File: config.mk
export PLATFORM = sky130hd
export DESIGN_NAME = block_reader
export DESIGN_NICKNAME = d
export VERILOG_FILES = /design/src/line_buf_pkg.sv /design/src/block_reader.sv
export SDC_FILE = /design/constraint.sdc
export NUM_CORES = 1
export LEC_CHECK = 0
export BUFFER_PORTS_ARGS = -buffer_cell sky130_fd_sc_hd__buf_2
export CAP_MARGIN = 20
export CORE_MARGIN = 2
export CORE_UTILIZATION = 41
export CTS_CLUSTER_DIAMETER = 30
export DETAILED_ROUTE_END_ITERATION = 7
export HOLD_SLACK_MARGIN = 0.08
export PLACE_DENSITY = 0.88
export SYNTH_ARGS = -nofsm -noshare
export SYNTH_HDL_FRONTEND = slang
export SYNTH_SLANG_ARGS = --single-unit
File: constraint.sdc
create_clock -name rd_clk_i -period 2.3 [get_ports rd_clk_i]
set_input_delay 0.46 -clock rd_clk_i [delete_from_list [all_inputs] [get_ports rd_clk_i]]
set_output_delay 0.46 -clock rd_clk_i [all_outputs]
set_load 0.01 [all_outputs]
File: src/line_buf_pkg.sv
// widths, strip geometry and shared types for the 8-line strip buffer
// imported by every design unit that handles pixels, words or store addresses
`default_nettype none

package line_buf_pkg;

        localparam int PIX_W          = 8;
        localparam int LANES          = 8;    // pixels per store word
        localparam int WORD_W         = PIX_W * LANES;
        localparam int LINE_PIX       = 1440;
        localparam int WORDS_PER_LINE = LINE_PIX / LANES;
        localparam int STRIP_ROWS     = 8;
        localparam int STORE_DEPTH    = WORDS_PER_LINE * STRIP_ROWS;
        localparam int ADDR_W         = 11;

        // store is split into banks on the top address bits
        localparam int BANK_DEPTH     = 512;
        localparam int BANK_AW        = 9;
        localparam int N_BANKS        = 3;

        typedef logic [PIX_W-1:0]   pix_t;
        typedef pix_t [LANES-1:0]   word_t;   // pixel 0 in the low byte
        typedef logic [LANES-1:0]   ben_t;
        typedef logic [ADDR_W-1:0]  addr_t;
        typedef logic [BANK_AW-1:0] bank_addr_t;

endpackage

`default_nettype wire

File: src/block_reader.sv
// reads a finished strip back in 8x8 block order, rows 0..7 of each word column
// one read per cycle for 1440 cycles, flags delayed to line up with read data
`timescale 1ns/1ps
`default_nettype none

module block_reader (
        input  wire                      rd_clk_i,
        input  wire                      rst_i,
        input  wire                      strip_done_i,
        input  wire line_buf_pkg::word_t rd_data_i,
        output logic                     rd_en_o,
        output line_buf_pkg::addr_t      rd_addr_o,
        output line_buf_pkg::word_t      row_data_o,
        output logic                     row_valid_o,
        output logic                     block_start_o,
        output logic                     strip_end_o
);
        import line_buf_pkg::*;

        typedef logic [$clog2(STRIP_ROWS)-1:0]     row_t;
        typedef logic [$clog2(WORDS_PER_LINE)-1:0] blk_t;

        logic  busy_q;
        row_t  row_q;
        blk_t  blk_q;
        addr_t addr_q;   // row_q * 180 + blk_q
        logic  last_row;
        logic  last_blk;

        assign last_row = (row_q == row_t'(STRIP_ROWS - 1));
        assign last_blk = (blk_q == blk_t'(WORDS_PER_LINE - 1));

        assign rd_en_o    = busy_q;
        assign rd_addr_o  = addr_q;
        assign row_data_o = rd_data_i;   // store output is already registered

        always_ff @(posedge rd_clk_i) begin
                if (rst_i) begin
                        busy_q        <= 1'b0;
                        row_q         <= '0;
                        blk_q         <= '0;
                        addr_q        <= '0;
                        row_valid_o   <= 1'b0;
                        block_start_o <= 1'b0;
                        strip_end_o   <= 1'b0;
                end else begin
                        row_valid_o   <= busy_q;
                        block_start_o <= busy_q && (row_q == '0);
                        strip_end_o   <= busy_q && last_blk && last_row;

                        if (strip_done_i) begin
                                busy_q <= 1'b1;
                                row_q  <= '0;
                                blk_q  <= '0;
                                addr_q <= '0;
                        end else if (busy_q) begin
                                if (last_row) begin
                                        row_q <= '0;
                                        if (last_blk) begin
                                                busy_q <= 1'b0;
                                                blk_q  <= '0;
                                                addr_q <= '0;
                                        end else begin
                                                blk_q  <= blk_q + blk_t'(1);
                                                addr_q <= ADDR_W'(blk_q) + ADDR_W'(1); // row 0, next column
                                        end
                                end else begin
                                        row_q  <= row_q + row_t'(1);
                                        addr_q <= addr_q + ADDR_W'(WORDS_PER_LINE);
                                end
                        end
                end
        end

        // next strip takes far longer to fill than one readout
        a_no_overlap: assert property (@(posedge rd_clk_i) disable iff (rst_i)
                strip_done_i |-> !busy_q);

endmodule

`default_nettype wire

==> flow_metrics.tcl <==
set metrics [dict create \
    arrival_ns 2.17 \
    dp_cells 201 \
    critPathMaxStageDelay_ns 0.44 \
    rr_endpoint "rd_addr_o[0]$_SDFFE_PP0P_" \
    path_cells "ha_1 -> ha_1 -> nand2_1 -> a21oi_2 -> nand2_1 -> o21ai_0" \
    max_freq_mhz 505 \
    pin_count 146 \
    fillCellCount 408 \
    p_int_uw 600 \
    clk_latency_ns 0.27 \
    dpl_worst_slack_ns 0.377 \
    grt_pass1_vias 1038 \
    rows 23 \
    end_kind "flip-flop" \
    fp.coreArea_mm2 0.00400 \
    hold_path_class "input pin to flip-flop" \
    synthTopCellsByArea "dfxtp_1 (30%), buf_4 (28%), ha_1 (3.7%)" \
    yosysTopAreaCell "dfxtp_1" \
    synth_edf_count 0 \
    setup_ws_ns 0.319 \
    first_pass_iters 4 \
    wl_um 3170 \
    path_clk_slew_ns 0.09 \
    antenna_found_initial 0 \
    h-tree-depth 1 \
    synthArstFlopShare_pct 0 \
    die_w_um 68.5 \
    p_per_area_mw_per_mm2 563 \
    cts_sinks 26 \
    power_frac_clock_pct 32.7 \
    min_from "rst_i" \
    grt_pass1_wl_um 5040 \
    p_leak_uw 0.000519 \
    placed_area_mm2 0.00135 \
    syn_inst 202 \
    period_minus_slack_ns 1.98 \
    synth_top_area_share_pct 30.5 \
    cpMaxStageDelayCell "ha_1" \
    post_route_cells_drive_above_1_share_pct 18.2 \
    gp_congestion 0.913 \
    finalCritPeriodShare_pct 86.1 \
    drt_iter0_drc 121 \
    post_drt_wl_per_cell_um 15.5 \
    yosysMostFrequentCell "buf_4" \
    slew_headroom_pct 69.0 \
    holdPathStages 2 \
    grt_setup_unrepaired "false" \
    reg2regPathDepth 6 \
    crit_buf_inv 0 \
    cts_buffers 3 \
    ys_seq_area_share_pct 30.5 \
    grt_overflow_total 0 \
    critical_path_peak_fanout 13 \
    reg2reg_slack_ns 0.32 \
    antenna_cells 0 \
    hold_end "row_valid_o$_SDFF_PP0_" \
    cp.required_ns 2.49 \
    ys_top_cells_by_count "buf_4 (64), dfxtp_1 (26), nor2_1 (15)" \
    grt_use_total_pct 14.2 \
    synth_cell_type_count 43 \
    synth_ff_type "dfxtp_1" \
    die_y_um 68.5 \
    fin_hold_ws_ns 0.403 \
    fin_skew_ns 0.00451 \
    power_switching_uw 184 \
    combPwrFrac_pct 7.9 \
    setup_violations 0 \
    vias 1151 \
    vdd_drop_max_mv 0.168 \
    seqPwrFrac_pct 59.4 \
    syn_nets 274 \
    finalSetupTns_ns 0 \
    yosys_warnings 0 \
    final_area_mm2 0.00140 \
    crit_path_start_kind "flip-flop" \
    synth_area_mm2 0.00171 \
    r2r_start "row_q[0]$_SDFFE_PP0P_" \
    drv_slew 0 \
    cts_resized 0 \
    final-instance-count-excl-fill 204 \
    root_buffer "clkbuf_8" \
    cts_tree "built" \
    ys_ff_latch 26 \
    postRouteAntennaNets 0 \
    dp_hpwl_um 2350 \
    area_growth_pct -18.3 \
    die_area_mm2 0.00469 \
    grt_max_degree 14 \
    crit_family "adder cells" \
    cts_setup_buffers 0 \
    io_buffers 17 \
    cap_violations 0 \
    status "complete, no violations" \
    swShare_pct 23.5 \
    critPathKind "flip-flop to flip-flop" \
    nNetsFinal 228 \
    avgSynthCellArea_um2 8.45 \
    postCtsHoldBufs 0 \
    post_drt_via_cell_ratio 5.64 \
    start_util_pct 42.7 \
    finalHoldViolations 0 \
    clockBufferDepth 2 \
    drc 0 \
    tightestPinTransition_ns 0.464 \
]
[layout by cell type, fill, tap and decap left out, types with 4 or more instances in the layout]
cell type / count
dfxtp_1: 26
inv_1: 5
nor2_1: 15
nor3_1: 5
nand2_1: 10
a21oi_1: 9
buf_2: 17
o21ai_0: 9
o22ai_1: 5
xnor2_1: 5
nand3_1: 4
ha_1: 5
[layout make-up]
cell class / count / area (um^2) / share of cell area (%)
clock buffer: 3 / 41.3 / 2.96
inverter: 5 / 18.8 / 1.35
multi-input combinational: 102 / 659 / 47.3
sequential: 26 / 520 / 37.3
tap: 50 / 62.6 / 4.48
timing repair buffer: 18 / 92.6 / 6.64
[cells by family (layout without fill, tap and decap cells)]
logic type      count (synthesis)  in the layout  share of synthesized area (%)
fa+ha+maj                       5              5                           3.67
xor+xnor                        8              8                           4.11
simple gates                   48             48                           15.0
compound gates                 40             40                           15.2
buf+inv                        74             26                           30.9
flops                          26             26                           30.5
mux                             1              1                          0.587
[sequential cells by signal, summed over array words and instances, names as in the netlist]
| signal | cells |
|---|---|
| strip_end_o | 1 |
| rd_addr_o | 11 |
| blk_q | 8 |
| row_valid_o | 1 |
| row_q | 3 |
| block_start_o | 1 |
| rd_en_o | 1 |
[per-layer routing]
layer | global-route usage, % | routed length (um)
met1 | 18.1 | 1300
met2 | 21.9 | 1490
met3 | 3.41 | 244
met4 | 8.25 | 131
met5 | 0 | 0
[worst reg2reg max path: stages (launching register included)]
cell and delay (ns):
dfxtp_1 0.38, ha_1 0.16, ha_1 0.44, nand2_1 0.23, a21oi_2 0.24, nand2_1 0.22, o21ai_0 0.23
[worst max path at each step]
stage,startpoint,to,slack (ns),cells after the start
2_1_floorplan,row_q[0]$_SDFFE_PP0P_,rd_addr_o[3]$_SDFFE_PP0P_,0.78,6
3_3_place_gp,row_q[0]$_SDFFE_PP0P_,rd_addr_o[6]$_SDFFE_PP0P_,0.56,6
3_5_place_dp,row_q[0]$_SDFFE_PP0P_,rd_addr_o[0]$_SDFFE_PP0P_,0.38,6
4_1_cts,row_q[0]$_SDFFE_PP0P_,rd_addr_o[0]$_SDFFE_PP0P_,0.36,6
5_1_grt,row_q[0]$_SDFFE_PP0P_,rd_addr_o[0]$_SDFFE_PP0P_,0.11,6
6_report,row_q[0]$_SDFFE_PP0P_,rd_addr_o[0]$_SDFFE_PP0P_,0.32,6
[power by group through the flow]
stage	Clock (uW)	Sequential, uW	Combinational [uW]
floorplan	0	479	153
global placement	0	476	60.6
detailed placement	0	477	61.0
CTS	259	466	61.6
global route	277	468	69.4
finish	257	466	62.0
[metrics by stage]
stage / power (uW) / util, %
floorplan: 632 / -
global placement: 537 / 33.8
detailed placement: 538 / 33.8
CTS: 787 / 34.9
global route: 815 / 34.9
finish: 785 / 34.9
No activity file was read; power rests on OpenSTA's default activity.
