<file path="src/line_buf_pkg.sv">
// widths, strip geometry and shared types for the 8-line strip buffer
// imported by every design unit that handles pixels, words or store addresses
`default_nettype none

package line_buf_pkg;

        localparam int PIX_W          = 8;
        localparam int LANES          = 8;    // pixels per store word
        localparam int WORD_W         = PIX_W * LANES;
        localparam int LINE_PIX       = 1440;
        localparam int WORDS_PER_LINE = LINE_PIX / LANES;
        localparam int STRIP_ROWS     = 8;
        localparam int STORE_DEPTH    = WORDS_PER_LINE * STRIP_ROWS;
        localparam int ADDR_W         = 11;

        // store is split into banks on the top address bits
        localparam int BANK_DEPTH     = 512;
        localparam int BANK_AW        = 9;
        localparam int N_BANKS        = 3;

        typedef logic [PIX_W-1:0]   pix_t;
        typedef pix_t [LANES-1:0]   word_t;   // pixel 0 in the low byte
        typedef logic [LANES-1:0]   ben_t;
        typedef logic [ADDR_W-1:0]  addr_t;
        typedef logic [BANK_AW-1:0] bank_addr_t;

endpackage

`default_nettype wire

</file>
<file path="src/mem_wr_if.sv">
// write port from the strip writer into the line store
// a write lands at the edge where wr_en is high, only on lanes set in ben
`timescale 1ns/1ps
`default_nettype none

interface mem_wr_if;
        import line_buf_pkg::*;

        logic  wr_en;
        ben_t  ben;    // one-hot per pixel write
        addr_t addr;
        word_t data;

        modport source (
                output wr_en,
                output ben,
                output addr,
                output data
        );

        modport sink (
                input wr_en,
                input ben,
                input addr,
                input data
        );

endinterface

`default_nettype wire

</file>
<file path="src/strip_writer.sv">
// places raster pixels into the strip store, one byte lane per pixel
// pulses strip_done_o together with the write of the last pixel of row 7
`timescale 1ns/1ps
`default_nettype none

module strip_writer (
        input  wire                  rd_clk_i,
        input  wire                  rst_i,
        input  wire line_buf_pkg::pix_t pix_data_i,
        input  wire                  pix_valid_i,
        mem_wr_if.source             wr,
        output logic                 strip_done_o
);
        import line_buf_pkg::*;

        typedef logic [$clog2(STRIP_ROWS)-1:0] row_t;

        logic [ADDR_W-1:0] col_q;       // 0 .. 1439
        row_t              row_q;
        addr_t             row_base_q;  // row_q * 180, kept as a running sum
        logic              last_col;
        logic              last_row;

        assign last_col = (col_q == ADDR_W'(LINE_PIX - 1));
        assign last_row = (row_q == row_t'(STRIP_ROWS - 1));

        always_ff @(posedge rd_clk_i) begin
                if (rst_i) begin
                        col_q        <= '0;
                        row_q        <= '0;
                        row_base_q   <= '0;
                        wr.wr_en     <= 1'b0;
                        strip_done_o <= 1'b0;
                end else begin
                        wr.wr_en     <= pix_valid_i;
                        strip_done_o <= pix_valid_i && last_col && last_row;
                        if (pix_valid_i) begin
                                if (last_col) begin
                                        col_q <= '0;
                                        if (last_row) begin
                                                row_q      <= '0;
                                                row_base_q <= '0;
                                        end else begin
                                                row_q      <= row_q + row_t'(1);
                                                row_base_q <= row_base_q + ADDR_W'(WORDS_PER_LINE);
                                        end
                                end else begin
                                        col_q <= col_q + ADDR_W'(1);
                                end
                        end
                end
        end

        // write payload, only meaningful while wr_en is high
        always_ff @(posedge rd_clk_i) begin
                if (pix_valid_i) begin
                        wr.addr <= row_base_q + ADDR_W'(col_q[ADDR_W-1:$clog2(LANES)]);
                        wr.ben  <= ben_t'(1) << col_q[$clog2(LANES)-1:0];
                        wr.data <= {LANES{pix_data_i}}; // lane picked by ben
                end
        end

        a_wr_addr_range: assert property (@(posedge rd_clk_i) disable iff (rst_i)
                wr.wr_en |-> (wr.addr <= ADDR_W'(STORE_DEPTH - 1)));

endmodule

`default_nettype wire

</file>
<file path="src/flat_wrapper.sv">
// flat-port wrapper written by rule: the top's interface ports become plain ports
module strip_writer_flat import line_buf_pkg::*;
  (rd_clk_i, rst_i, pix_data_i, pix_valid_i, strip_done_o, wr_wr_en, wr_ben, wr_addr, wr_data);
  mem_wr_if wr_i ();
  input  wire rd_clk_i;
  input  wire rst_i;
  input  wire line_buf_pkg::pix_t pix_data_i;
  input  wire pix_valid_i;
  output logic strip_done_o;
  output wire logic [$bits(wr_i.wr_en)-1:0] wr_wr_en;
  output wire logic [$bits(wr_i.ben)-1:0] wr_ben;
  output wire logic [$bits(wr_i.addr)-1:0] wr_addr;
  output wire logic [$bits(wr_i.data)-1:0] wr_data;
  assign wr_wr_en = wr_i.wr_en;
  assign wr_ben = wr_i.ben;
  assign wr_addr = wr_i.addr;
  assign wr_data = wr_i.data;
  strip_writer u_core (.rd_clk_i(rd_clk_i), .rst_i(rst_i), .pix_data_i(pix_data_i), .pix_valid_i(pix_valid_i), .wr(wr_i), .strip_done_o(strip_done_o));
endmodule
</file>
<file path="config.mk">
export PLATFORM = sky130hd
export DESIGN_NAME = strip_writer_flat
export DESIGN_NICKNAME = d
export VERILOG_FILES = /design/src/line_buf_pkg.sv /design/src/mem_wr_if.sv /design/src/strip_writer.sv /design/src/flat_wrapper.sv
export SDC_FILE = /design/constraint.sdc
export NUM_CORES = 1
export LEC_CHECK = 0
export BUFFER_PORTS_ARGS = -buffer_cell sky130_fd_sc_hd__buf_4
export CAP_MARGIN = 20
export CORE_AREA = 10 10 85 87
export DETAILED_ROUTE_END_ITERATION = 16
export DIE_AREA = 0 0 95 97
export PLACE_DENSITY = 0.79
export SETUP_SLACK_MARGIN = 0.02
export SLEW_MARGIN = 30
export SYNTH_ARGS = -nofsm -noshare
export SYNTH_HDL_FRONTEND = slang
export SYNTH_SLANG_ARGS = --single-unit
export TNS_END_PERCENT = 10
</file>
<file path="constraint.sdc">
create_clock -name rd_clk_i -period 2.4 [get_ports rd_clk_i]
set_input_delay 0.36 -clock rd_clk_i [delete_from_list [all_inputs] [get_ports rd_clk_i]]
set_output_delay 0.36 -clock rd_clk_i [all_outputs]
set_load 0.05 [all_outputs]
</file>
==> results of run 1 <==
## layout by cell type (no fill, tap or decap), types with 6 or more instances in the layout
| master | count |
|---|---|
| xnor2_1 | 12 |
| nor2_1 | 22 |
| buf_4 | 97 |
| nor2b_1 | 7 |
| o21ai_0 | 7 |
| dfxtp_1 | 25 |
| ha_1 | 13 |
| edfxtp_1 | 27 |
| a21oi_1 | 13 |
| or3_1 | 6 |
| nand2_1 | 9 |
## cell usage after synthesis (2+ instances only)
cell type | instances | area (um^2)
ha_1 | 13 | 163
o2111ai_1 | 2 | 17.5
edfxtp_1 | 27 | 811
nor2b_1 | 7 | 43.8
a211oi_1 | 2 | 15.0
nand4_1 | 4 | 25.0
clkbuf_1 | 7 | 26.3
mux2i_1 | 3 | 30.0
nand2_1 | 9 | 33.8
buf_4 | 56 | 420
dfxtp_1 | 25 | 500
xnor2_1 | 12 | 105
o21ai_0 | 7 | 35.0
nor2_1 | 22 | 82.6
xor2_1 | 5 | 43.8
o211ai_1 | 2 | 15.0
inv_1 | 5 | 18.8
nor3b_1 | 3 | 22.5
a21oi_1 | 13 | 65.1
or4_1 | 3 | 22.5
or3_1 | 6 | 37.5
and2_1 | 5 | 31.3
nand3_1 | 5 | 25.0
## sequential cells by signal (all words and copies together) (netlist names)
| register | cells |
|---|---|
| u_core.wr.addr | 11 |
| u_core.wr.ben | 8 |
| u_core.row_q | 3 |
| u_core.wr.wr_en | 1 |
| u_core.strip_done_o | 1 |
| u_core.col_q | 11 |
| u_core.wr.data | 8 |
| u_core.row_base_q | 9 |
## area by class of cell
cell class / count / area, um^2 / area share
Clock buffer: 5 / 68.8 / 0.0217
Multi-Input combinational cell: 138 / 941 / 0.296
Clock inverter: 3 / 18.8 / 0.00591
Inverter: 5 / 18.8 / 0.00591
Timing Repair Buffer: 97 / 728 / 0.229
Tap cell: 72 / 90.1 / 0.0284
Sequential cell: 52 / 1310 / 0.413
## kinds of logic (layout without fill, tap and decap cells)
group	after synthesis	in the layout	share of synthesized area
AO/OA/AOI/OAI	33	33	0.0755
XOR/XNOR	17	17	0.0545
adder cells (fa/ha/maj)	13	13	0.0595
buffers and inverters	70	110	0.176
flip-flops	52	52	0.480
multiplexers	3	3	0.0110
AND/OR/NAND/NOR	72	72	0.144
## path summary, 6_finish.rpt
path	from	endpoint	slack, ns	depth (start not counted)
min	pix_data_i[5]	u_core.wr.data[61]$_DFFE_PP_	0.23	1
max	u_core.col_q[0]$_SDFFE_PP0P_	u_core.row_base_q[8]$_SDFFE_PP0P_	0.29	5
min reg2reg	u_core.row_q[0]$_SDFFE_PP0P_	u_core.row_q[0]$_SDFFE_PP0P_	0.48	2
max reg2reg	u_core.col_q[0]$_SDFFE_PP0P_	u_core.row_base_q[8]$_SDFFE_PP0P_	0.29	5
## critical path, stage by stage (launching register included)
cell and delay (ns):
dfxtp_1 0.42, ha_1 0.24, nand4_2 0.19, or3_4 0.55, or4_1 0.51, a21oi_1 0.15
## power by group
group	switching [W]	internal (W)	total (W)
Sequential	0.0000292	0.000965	0.000994
Combinational	0.000427	0.000144	0.000570
Clock	0.000279	0.000202	0.000480
## routing by layer
metal,routed length [um],vias up
met5,0,-
met4,70,0
met3,627,5
met2,2640,76
met1,2280,847
li1,-,923
## stage by stage
stage	worst slack [ns]	instances	total power [W]	utilization	hold WS [ns]
floorplan	0.521	260	0.00150	-	0.445
global placement	0.372	364	0.00158	0.564	0.458
detailed placement	0.297	364	0.00159	0.564	0.467
CTS	0.282	372	0.00207	0.580	0.217
global route	0.174	372	0.00212	0.580	0.210
finish	0.291	372	0.00204	0.580	0.226
==> results.py, run 1 <==
metrics = {
    "placed_design": {
        "finalWeightedCongestion": 0.773,
        "dpl_cell_area_mm2": 0.00309,
        "numPortBuffers": 95,
        "dpl.hpwl_mm": 4.33,
    },
    "finish": {
        "stdcell_area_mm2": 0.00318,
        "syn_to_final_growth_pct": 16.2,
        "fillers": 482,
        "drive_above_1_share": 0.357,
        "insertedDiodeCount": 0,
        "final_nets": 323,
    },
    "clock_tree": {
        "cts-root-buf": "clkbuf_8",
        "cts_setup_buffers": 0,
        "cts_resized": 0,
        "cts_tree": "built",
        "cts.clk_slew.worst_paths_ns": 0.09,
        "clockBufferDepth": 2,
        "cts_buffers": 5,
        "h-tree-depth": 2,
        "clock_latency_ns": 0.30,
        "cts_hold_buf": 0,
        "numClockSinks": 52,
    },
    "logic_synthesis": {
        "syn_area_mm2": 0.00273,
        "ys.warnings.count": 0,
        "ys_ff_latch": 52,
        "synthFlopType": "edfxtp_1",
        "synth.distinct_cells": 40,
        "synth_async_sr_flop_share": 0,
        "ys_seq_area_frac": 0.480,
        "synth_edf_count": 27,
        "avgSynthCellArea_um2": 10.5,
        "synth_fp_nets": 284,
        "syn_inst": 260,
    },
    "floorplan": {
        "placeableCoreArea_mm2": 0.00547,
        "start_util": 0.500,
        "fp-row-count": 27,
        "die-area_mm2": 0.00922,
        "io_pins": 96,
        "die_w_um": 95,
        "fp.dieH_um": 97,
    },
    "grt": {
        "overflow": 0,
        "grt_use_met3": 0.0409,
        "grtUsageTotal": 0.115,
        "use_met2": 0.191,
        "top_usage_layer": "met2",
        "grt_pass1_wl_mm": 8.56,
        "grt_max_degree": 33,
        "grtUsageMet1": 0.131,
        "grt_pass1_vias": 1683,
        "antenna_found_initial": 0,
    },
    "drt": {
        "ant_nets": 0,
        "dr.pass1.iters": 4,
        "drt_iter0_drc": 96,
        "routed_wl_mm": 5.61,
        "vias": 1851,
        "post-route-drc-count": 0,
        "vias_per_cell": 4.98,
        "wl_per_cell_um": 15.1,
    },
    "sta": {
        "timing.final.max_slew_violations": 0,
        "max_freq_mhz": 474,
        "fin_setup_tns_ns": 0,
        "final.setup_skew_ns": 0.00879,
        "finalCriticalPeriod_ns": 2.11,
        "min_period_over_period": 0.879,
        "rsz0062_at_grt": "no",
        "slew_headroom": 0.733,
        "finalHoldViolations": 0,
        "worst_slew_pin_slew_ns": 0.401,
        "setup_viol": 0,
    },
    "power_and_ir_drop": {
        "max-vdd-ir-drop_mv": 0.306,
        "p_leak_nw": 1.38,
        "power_density_mw_per_mm2": 643,
    },
    "flow_run": {
        "maxCapViolCount": 0,
    },
    "hold_path": {
        "hp-class": "input port to flip-flop",
    },
    "status": {
        "status": "finished, final reports clean",
    },
    "setup_path": {
        "cp-start-kind": "flip-flop",
        "crit_fanout": 23,
        "crit_arrival_ns": 2.35,
        "path_class": "flip-flop to flip-flop",
        "required_ns": 2.64,
        "end_kind": "flip-flop",
    },
}
Note: power is estimated with default switching activity, not from simulation.
==> inputs of run 2 (changes only) <==
--- a/config.mk
+++ b/config.mk
@@ -10,7 +10,7 @@
 export CORE_AREA = 10 10 85 87
 export DETAILED_ROUTE_END_ITERATION = 16
 export DIE_AREA = 0 0 95 97
-export PLACE_DENSITY = 0.79
+export PLACE_DENSITY = 0.83
 export SETUP_SLACK_MARGIN = 0.02
 export SLEW_MARGIN = 30
 export SYNTH_ARGS = -nofsm -noshare
==> run 2 against run 1 <==
Effect of this change:
- non-clock buffer count did not move
- sequential power barely moved
- first-iteration DRC count rose by 2.1%
- total power rose by 0.51%
- setup slack got worse by 0.0040 ns
- hold slack got worse by 0.0035 ns
- critical path type unchanged
==> results.py, run 2 (synthesis results as in run 1) <==
metrics = {
    "finish": {
        "insertedDiodeCount": 0,
        "syn_to_final_growth_pct": 16.2,
        "fin_cells": 372,
        "reg_top3": "u_core.col_q x11, u_core.wr.addr x11, u_core.row_base_q x9",
        "final_nets": 323,
        "multi_input_area_um2": 941,
        "regArea_mm2": 0.00131,
        "fillers": 465,
        "drive_above_1_share": 0.357,
        "layout_common_cells": "buf_4, edfxtp_1, dfxtp_1, nor2_1",
        "final_common_cell": "buf_4",
    },
    "sta": {
        "whs_ns": 0.223,
        "setup_viol": 0,
        "worst_slew_pin_slew_ns": 0.383,
        "finalHoldViolations": 0,
        "min_period_over_period": 0.881,
        "final.setup_skew_ns": 0.00753,
        "max_freq_mhz": 473,
        "timing.final.max_slew_violations": 0,
        "rsz0062_at_grt": "no",
        "fin_setup_tns_ns": 0,
        "slew_headroom": 0.745,
        "finalCriticalPeriod_ns": 2.11,
    },
    "placed_design": {
        "dpl.hpwl_mm": 4.40,
        "numPortBuffers": 95,
        "dp_cells": 364,
        "finalWeightedCongestion": 0.803,
    },
    "drt": {
        "vias_per_cell": 4.96,
        "post-route-drc-count": 0,
        "routed_wl_mm": 5.60,
        "dr.pass1.iters": 4,
        "vias": 1844,
        "drt_iter0_drc": 98,
        "ant_nets": 0,
        "wl_per_cell_um": 15.1,
    },
    "floorplan": {
        "placeableCoreArea_mm2": 0.00547,
        "die_w_um": 95,
        "fp-row-count": 27,
        "start_util": 0.500,
        "fp.dieH_um": 97,
        "io_pins": 96,
        "die-area_mm2": 0.00922,
    },
    "grt": {
        "grtUsageMet1": 0.121,
        "grtUsageTotal": 0.110,
        "antenna_found_initial": 0,
        "grt_max_degree": 33,
        "grt_pass1_wl_mm": 8.22,
        "overflow": 0,
        "top_usage_layer": "met2",
        "grt_pass1_vias": 1679,
        "grt_use_met3": 0.0455,
        "use_met2": 0.180,
    },
    "power_and_ir_drop": {
        "total_power_w": 0.00205,
        "max-vdd-ir-drop_mv": 0.327,
        "power_density_mw_per_mm2": 647,
        "p_leak_nw": 1.38,
    },
    "clock_tree": {
        "numClockSinks": 52,
        "clockBufferDepth": 2,
        "cts_setup_buffers": 0,
        "cts_resized": 0,
        "cts_hold_buf": 0,
        "cts-root-buf": "clkbuf_8",
        "cts_tree": "built",
        "clock_latency_ns": 0.31,
        "h-tree-depth": 2,
        "cts_buffers": 5,
        "cts.clk_slew.worst_paths_ns": 0.09,
    },
    "setup_path": {
        "end_kind": "flip-flop",
        "required_ns": 2.64,
        "crit_arrival_ns": 2.35,
        "cp-start-kind": "flip-flop",
        "crit_chain": "ha_1 -> nand4_2 -> or3_4 -> or4b_1 -> a21oi_1",
        "r2r_slack_ns": 0.29,
        "critPathTopFamily": "simple AND/OR/NAND/NOR gates",
        "crit_fanout": 23,
        "cp_slowest_cell": "or3_4",
        "critPathBufInv": 0,
        "path_class": "flip-flop to flip-flop",
        "slowest_delay_ns": 0.56,
    },
    "flow_run": {
        "maxCapViolCount": 0,
    },
    "status": {
        "status": "finished, final reports clean",
    },
    "hold_path": {
        "hp-class": "input port to flip-flop",
    },
}
run 2: power breakdown:
group | internal (W) | switching [W] | total (W) | leakage, nW
clock | 0.000208 | 0.000283 | 0.000490 | 0.0414
sequential | 0.000965 | 0.0000290 | 0.000994 | 0.478
combinational | 0.000143 | 0.000428 | 0.000571 | 0.862
total | 0.00132 | 0.000739 | 0.00205 | 1.38
run 2: stage by stage:
stage,setup WS (ns),area (um^2),utilization
after detailed placement,0.304,3090,0.564
final,0.287,3180,0.581
after global placement,0.375,3090,0.564
after global routing,0.179,3180,0.581
after CTS,0.273,3180,0.581
after floorplan,0.521,2730,-
run 2: layer usage:
layer  wire length (um)  vias to the layer above
li1                   -                      925
met1               2350                      835
met2               2480                       77
met3                657                        7
met4                108                        0
met5                  0                        -
run 2: layout make-up:
class,instances,area share
Clock inverter,2,0.00512
Inverter,5,0.00591
Clock buffer,6,0.0228
Tap cell,72,0.0283
Sequential cell,52,0.413
Timing Repair Buffer,97,0.229
Multi-Input combinational cell,138,0.296
run 2: path summary, 6_finish.rpt:
kind	cells past startpoint	start	end
worst min-delay path	1	pix_data_i[7]	u_core.wr.data[63]$_DFFE_PP_
worst max register to register	5	u_core.col_q[0]$_SDFFE_PP0P_	u_core.row_base_q[6]$_SDFFE_PP0P_
worst min register to register	2	u_core.row_q[0]$_SDFFE_PP0P_	u_core.row_q[0]$_SDFFE_PP0P_
worst max-delay path	5	u_core.col_q[0]$_SDFFE_PP0P_	u_core.row_base_q[6]$_SDFFE_PP0P_
run 2: worst register-to-register path, stage by stage, from the launching register on:
cell and delay (ns):
dfxtp_1 0.41, ha_1 0.24, nand4_2 0.20, or3_4 0.56
or4b_1 0.50, a21oi_1 0.14
